==> config.mk <==
export PLATFORM = sky130hd
export DESIGN_NAME = bp_history
export DESIGN_NICKNAME = d
export VERILOG_FILES = /design/src/bp_pkg.sv /design/src/bp_history.sv
export SDC_FILE = /design/constraint.sdc
export NUM_CORES = 1
export LEC_CHECK = 0
export ABC_CLOCK_PERIOD_IN_PS = 800
export BUFFER_PORTS_ARGS = -buffer_cell sky130_fd_sc_hd__buf_2
export CORE_ASPECT_RATIO = 1.5
export CORE_MARGIN = 2
export CORE_UTILIZATION = 23
export DETAILED_ROUTE_END_ITERATION = 10
export PLACE_DENSITY = 0.76
export SLEW_MARGIN = 25
export SYNTH_ARGS = -nofsm -noshare
export SYNTH_HDL_FRONTEND = slang
export SYNTH_SLANG_ARGS = --single-unit
==> constraint.sdc <==
create_clock -name clk -period 0.8 [get_ports clk]
set_input_delay 0.04 -clock clk [delete_from_list [all_inputs] [get_ports clk]]
set_output_delay 0.04 -clock clk [all_outputs]
set_load 0.005 [all_outputs]
==> src/bp_pkg.sv <==
package bp_pkg;

localparam int PC_BITS = 32;
localparam int IDX_BITS = 10;
// history width must equal the index width for the xor hash
localparam int GHR_BITS = IDX_BITS;
// drop the byte offset of a word-aligned pc
localparam int IDX_LSB = 2;
localparam int NUM_TABLES = 2;
localparam int TABLE_ENTRIES = 2 ** IDX_BITS;

typedef logic [PC_BITS-1:0] pc_t;
typedef logic [IDX_BITS-1:0] tbl_idx_t;
typedef logic [GHR_BITS-1:0] ghr_t;

// upper bit is the taken prediction
typedef enum logic [1:0] {
	strong_not_taken = 2'b00,
	weak_not_taken   = 2'b01,
	weak_taken       = 2'b10,
	strong_taken     = 2'b11
} ctr_state_e;

// table names, also the slot order of the counter tables
typedef enum logic [0:0] {
	table_local  = 1'b0,
	table_gshare = 1'b1
} table_sel_e;

localparam ctr_state_e CTR_INIT = weak_not_taken;

function automatic tbl_idx_t pc_index(input pc_t pc);
	return pc[IDX_LSB +: IDX_BITS];
endfunction

function automatic logic ctr_taken(input ctr_state_e state);
	return state[1];
endfunction

// one saturating step toward up (taken) or down (not taken)
function automatic ctr_state_e ctr_step(input ctr_state_e cur, input logic up);
	ctr_state_e nxt;
	case (cur)
		strong_not_taken: nxt = up ? weak_not_taken : strong_not_taken;
		weak_not_taken:   nxt = up ? weak_taken : strong_not_taken;
		weak_taken:       nxt = up ? strong_taken : weak_not_taken;
		default:          nxt = up ? strong_taken : weak_taken;
	endcase
	return nxt;
endfunction

endpackage : bp_pkg

==> src/bp_history.sv <==
`timescale 1ns/10ps

module bp_history (
	input  logic             clk,
	input  logic             rst_n,
	input  bp_pkg::pc_t      lookup_pc,
	input  logic             update_valid,
	input  bp_pkg::pc_t      update_pc,
	input  bp_pkg::ghr_t     update_ghr,
	input  logic             update_taken,
	output bp_pkg::tbl_idx_t rd_idx [bp_pkg::NUM_TABLES],
	output bp_pkg::tbl_idx_t wr_idx [bp_pkg::NUM_TABLES],
	output bp_pkg::ghr_t     ghr_now
);
import bp_pkg::*;

ghr_t     ghr;
ghr_t     ghr_next;
tbl_idx_t rd_base;
tbl_idx_t wr_base;

// resolved outcome enters at bit 0
assign ghr_next = {ghr[GHR_BITS-2:0], update_taken};

always_ff @(posedge clk) begin
	if (!rst_n) begin
		ghr <= '0;
	end else if (update_valid) begin
		ghr <= ghr_next;
	end
end

assign ghr_now = ghr;

assign rd_base = pc_index(lookup_pc);
assign wr_base = pc_index(update_pc);

// lookups hash with the live history
always_comb begin
	rd_idx[table_local] = rd_base;
	rd_idx[table_gshare] = rd_base ^ ghr;
end

// updates hash with the history the lookup saw,
// returned by the caller with the outcome
always_comb begin
	wr_idx[table_local] = wr_base;
	wr_idx[table_gshare] = wr_base ^ update_ghr;
end

endmodule : bp_history

Word-level counts from Yosys, hierarchy flattened
Index checks and enable logic that the tools add are counted.
Widths: inputs -> output; s select.
{"block": "word_totals", "register_bits": 10, "out_inout_bits": 50, "in_bits": 78, "wordCells": 3}
{"block": "classes", "bitwise_logic": 2}
{"op": "$xor 10x10->10", "count": 2}

Longest topological paths before layout
{"block": "logic_depth", "word_depth": 1, "ltp_mapped": 3}

Worst setup path after synthesis
OpenSTA, ideal clock, no wires.
{"block": "synth_timing", "kind": "register -> register", "start": "register ghr[0], in the netlist ghr_now[0]", "end": "register ghr[1], in the netlist ghr_now[1]", "n_path_buf": 0, "path_slack_ns": 0.188, "arrival_ns": 0.496, "t_required_ns": 0.684, "path_stages_with_launch": 3, "cell_sequence": "dfxtp_1 -> mux2i_1 -> nor2b_1"}
{"item": "from (decl)", "line": "bp_history.sv:17", "source": "ghr_t ghr;"}
{"item": "from (signal assigned)", "line": "bp_history.sv:29", "source": "ghr <= ghr_next;"}

==> metrics.md <==
| Metric | Value |
|---|---|
| Vias in the first global route | `663` |
| Max reg flops | `10` |
| Pwr/cell area | `1240 nW/µm²` |
| Num CTS Buffers | `3` |
| Die Y | `71.5 µm` |
| Minimum clock period | `0.887 ns` |
| Root Buffer | `clkbuf_8` |
| Hold Buf Count CTS | `0` |
| First-pass GRT wire length | `2750 µm` |
| WL per Instance | `9.34 µm` |
| Slew of the pin with the lowest slew margin | `0.307 ns` |
| Worst-Skew Late Latency | `0.23 ns` |
| Top delay family on crit path | `flip-flops` |
| Final Non-Filler Cells | `186` |
| Layout area overhead | `73.3%` |
| Pleak | `0.695 nW` |
| Share of layout cells above drive strength 1 | `0.728` |
| Drt total wl | `1740 µm` |
| FP Rows | `24` |
| Final nets | `226` |
| Endpoints failing hold | `0` |
| Initial antenna violation count | `0` |
| Post-Syn Area | `699 µm²` |
| Clock transition at the registers of the reported paths | `0.05 ns` |
| RSZ-0062 raised after global routing | `true` |
| Drt drc | `0` |
| CP required | `0.76 ns` |
| Worst Skew | `0.00121 ns` |
| Top-Level Pins | `128` |
| CP cell instances | `xor2_1, buf_2` |
| WP data arrival | `0.85 ns` |
| VDD IR max | `0.000828 V` |
| Drt via density | `3.91` |
| Synth area leaders | `dfxtp_1 (29%), xor2_1 (25%), buf_4 (21%)` |
| # H-tree levels | `1` |
| Startpoint types | `flip-flop` |
| Cell count after placement | `172` |
| GRT Util Overall | `0.0996` |
| Pre-CTS WS | `0.0725 ns` |
| Syn Inst Count | `71` |
| DR vias | `727` |
| CTS tree | `built` |
| # diodes | `0` |
| DRT iter0 DRCs | `5` |
| Starting Density | `0.240` |
| Dpl hpwl | `1370 µm` |
| CORE AREA | `2910 µm²` |
| Hold WC Path Type | `input pin to flip-flop` |
| CP Buf/Inv Count | `1` |
| Largest net degree at the start of global routing | `11` |
| Setup WS post-layout | `-0.0865 ns` |
| Total die area | `3510 µm²` |
| Total grt overflow | `0` |
| Syn_nets | `149` |
| Crit. End Element | `output port` |
| Critical Path Max Stage Delay | `0.34 ns` |
| Period utilization | `1.11` |
| Max clock buf depth | `2` |
| Sequential-to-total area share from yosys stat | `0.286` |
| Most frequent cells in the layout | `buf_2 (77), xor2_1 (20), buf_6 (14)` |
| GP Congestion | `0.597` |
| Power, Total | `1.51 mW` |
| ANT nets after route | `0` |
| CTS sink cnt | `10` |
| Status | `finished with violations` |
| Max Fclk | `1.13 GHz` |
| Met3 wire len | `289 µm` |
| Slew Viols, Final | `0` |
| Horiz. Die Dim | `49.0 µm` |
| #FFs+latches synth | `10` |
| Most common cell after layout, fill and taps aside | `buf_2` |
| Max Cap Viol | `0` |
| DR pass1 iterations | `4` |
| CP Max Fanout | `2` |
| Top Layer Used | `met3` |
| Final core occ | `0.416` |
| Avg Inst Size Synth | `9.85 µm²` |
| Violated checks | `negative setup slack` |
| Post-synthesis cell type count | `6` |
| Met2 wire length | `801 µm` |
| Slew headroom | `0.795` |
| Port-buffer cells | `83` |
| Worst Setup Path Type | `flip-flop to output port` |
| Hold Slack | `0.0635 ns` |
| Top cell type's share of synthesized area | `0.286` |
| Synth area leader | `dfxtp_1` |
| Crit path max-delay cell type | `dfxtp_2` |
| Final setup vio count | `16` |
| WL met1 | `647 µm` |
| Synthesis Warnings | `0` |
## cell type report
class	count	area (µm²)
Tap cell	39	48.8
Timing Repair Buffer	93	558
Sequential cell	10	213
Clock buffer	4	55.1
Multi-Input combinational cell	40	338
Fill cell	304	1700
## logic make-up (layout without fill, tap and decap cells)
group	count (synthesis)	in the layout	share of synthesized area
buf+inv	21	97	0.231
xor+xnor	20	20	0.250
mux	10	10	0.143
flops	10	10	0.286
simple gates	10	10	0.0894
## synthesized netlist by cell type (all sizes together)
master	number
nor2b	10
mux2i	10
dfxtp	10
xor2	20
buf	21
## power by group
| group | total (mW) | leakage, nW | switching [mW] | internal [mW] |
|---|---|---|---|---|
| clock network | 0.624 | 0.0288 | 0.192 | 0.432 |
| registers | 0.512 | 0.0858 | 0.00575 | 0.507 |
| logic | 0.369 | 0.580 | 0.153 | 0.216 |
| total | 1.51 | 0.695 | 0.351 | 1.16 |
## final timing paths
| check | start | to | slack, ns | cells after the start |
|---|---|---|---|---|
| hold / removal | update_taken | ghr_now[0] | 0.06 | 3 |
| setup / recovery | ghr_now[1] | rd_idx[1] | -0.09 | 2 |
| hold reg to reg | ghr_now[3] | ghr_now[4] | 0.55 | 2 |
| setup reg to reg | ghr_now[2] | ghr_now[3] | 0.04 | 3 |
## worst min-delay path: stages
cell and delay, ns:
buf_2 0.08, mux2i_1 0.05, nor2b_1 0.09
## per-layer routing
layer | up-vias | GRT usage
met5 | - | 0
met4 | 0 | 0.0381
met3 | 0 | 0.0438
met2 | 73 | 0.181
met1 | 298 | 0.0986
li1 | 356 | -
## through the flow
stage	cell area (µm²)	TNS [ns]
2_1_floorplan	699	0
3_3_place_gp	1000	0
3_5_place_dp	1000	0
4_1_cts	1200	-1.03
5_1_grt	1210	-1.58
6_report	1210	-0.832
## repair_timing
| action | CTS | global route |
|---|---|---|
| resized for setup | 21 | 3 |
| pin swaps | 4 | 4 |
| endpoints found under the setup margin | 16 | 21 |
| setup buffers | 10 | 0 |
(Power assumes the default switching activity.)
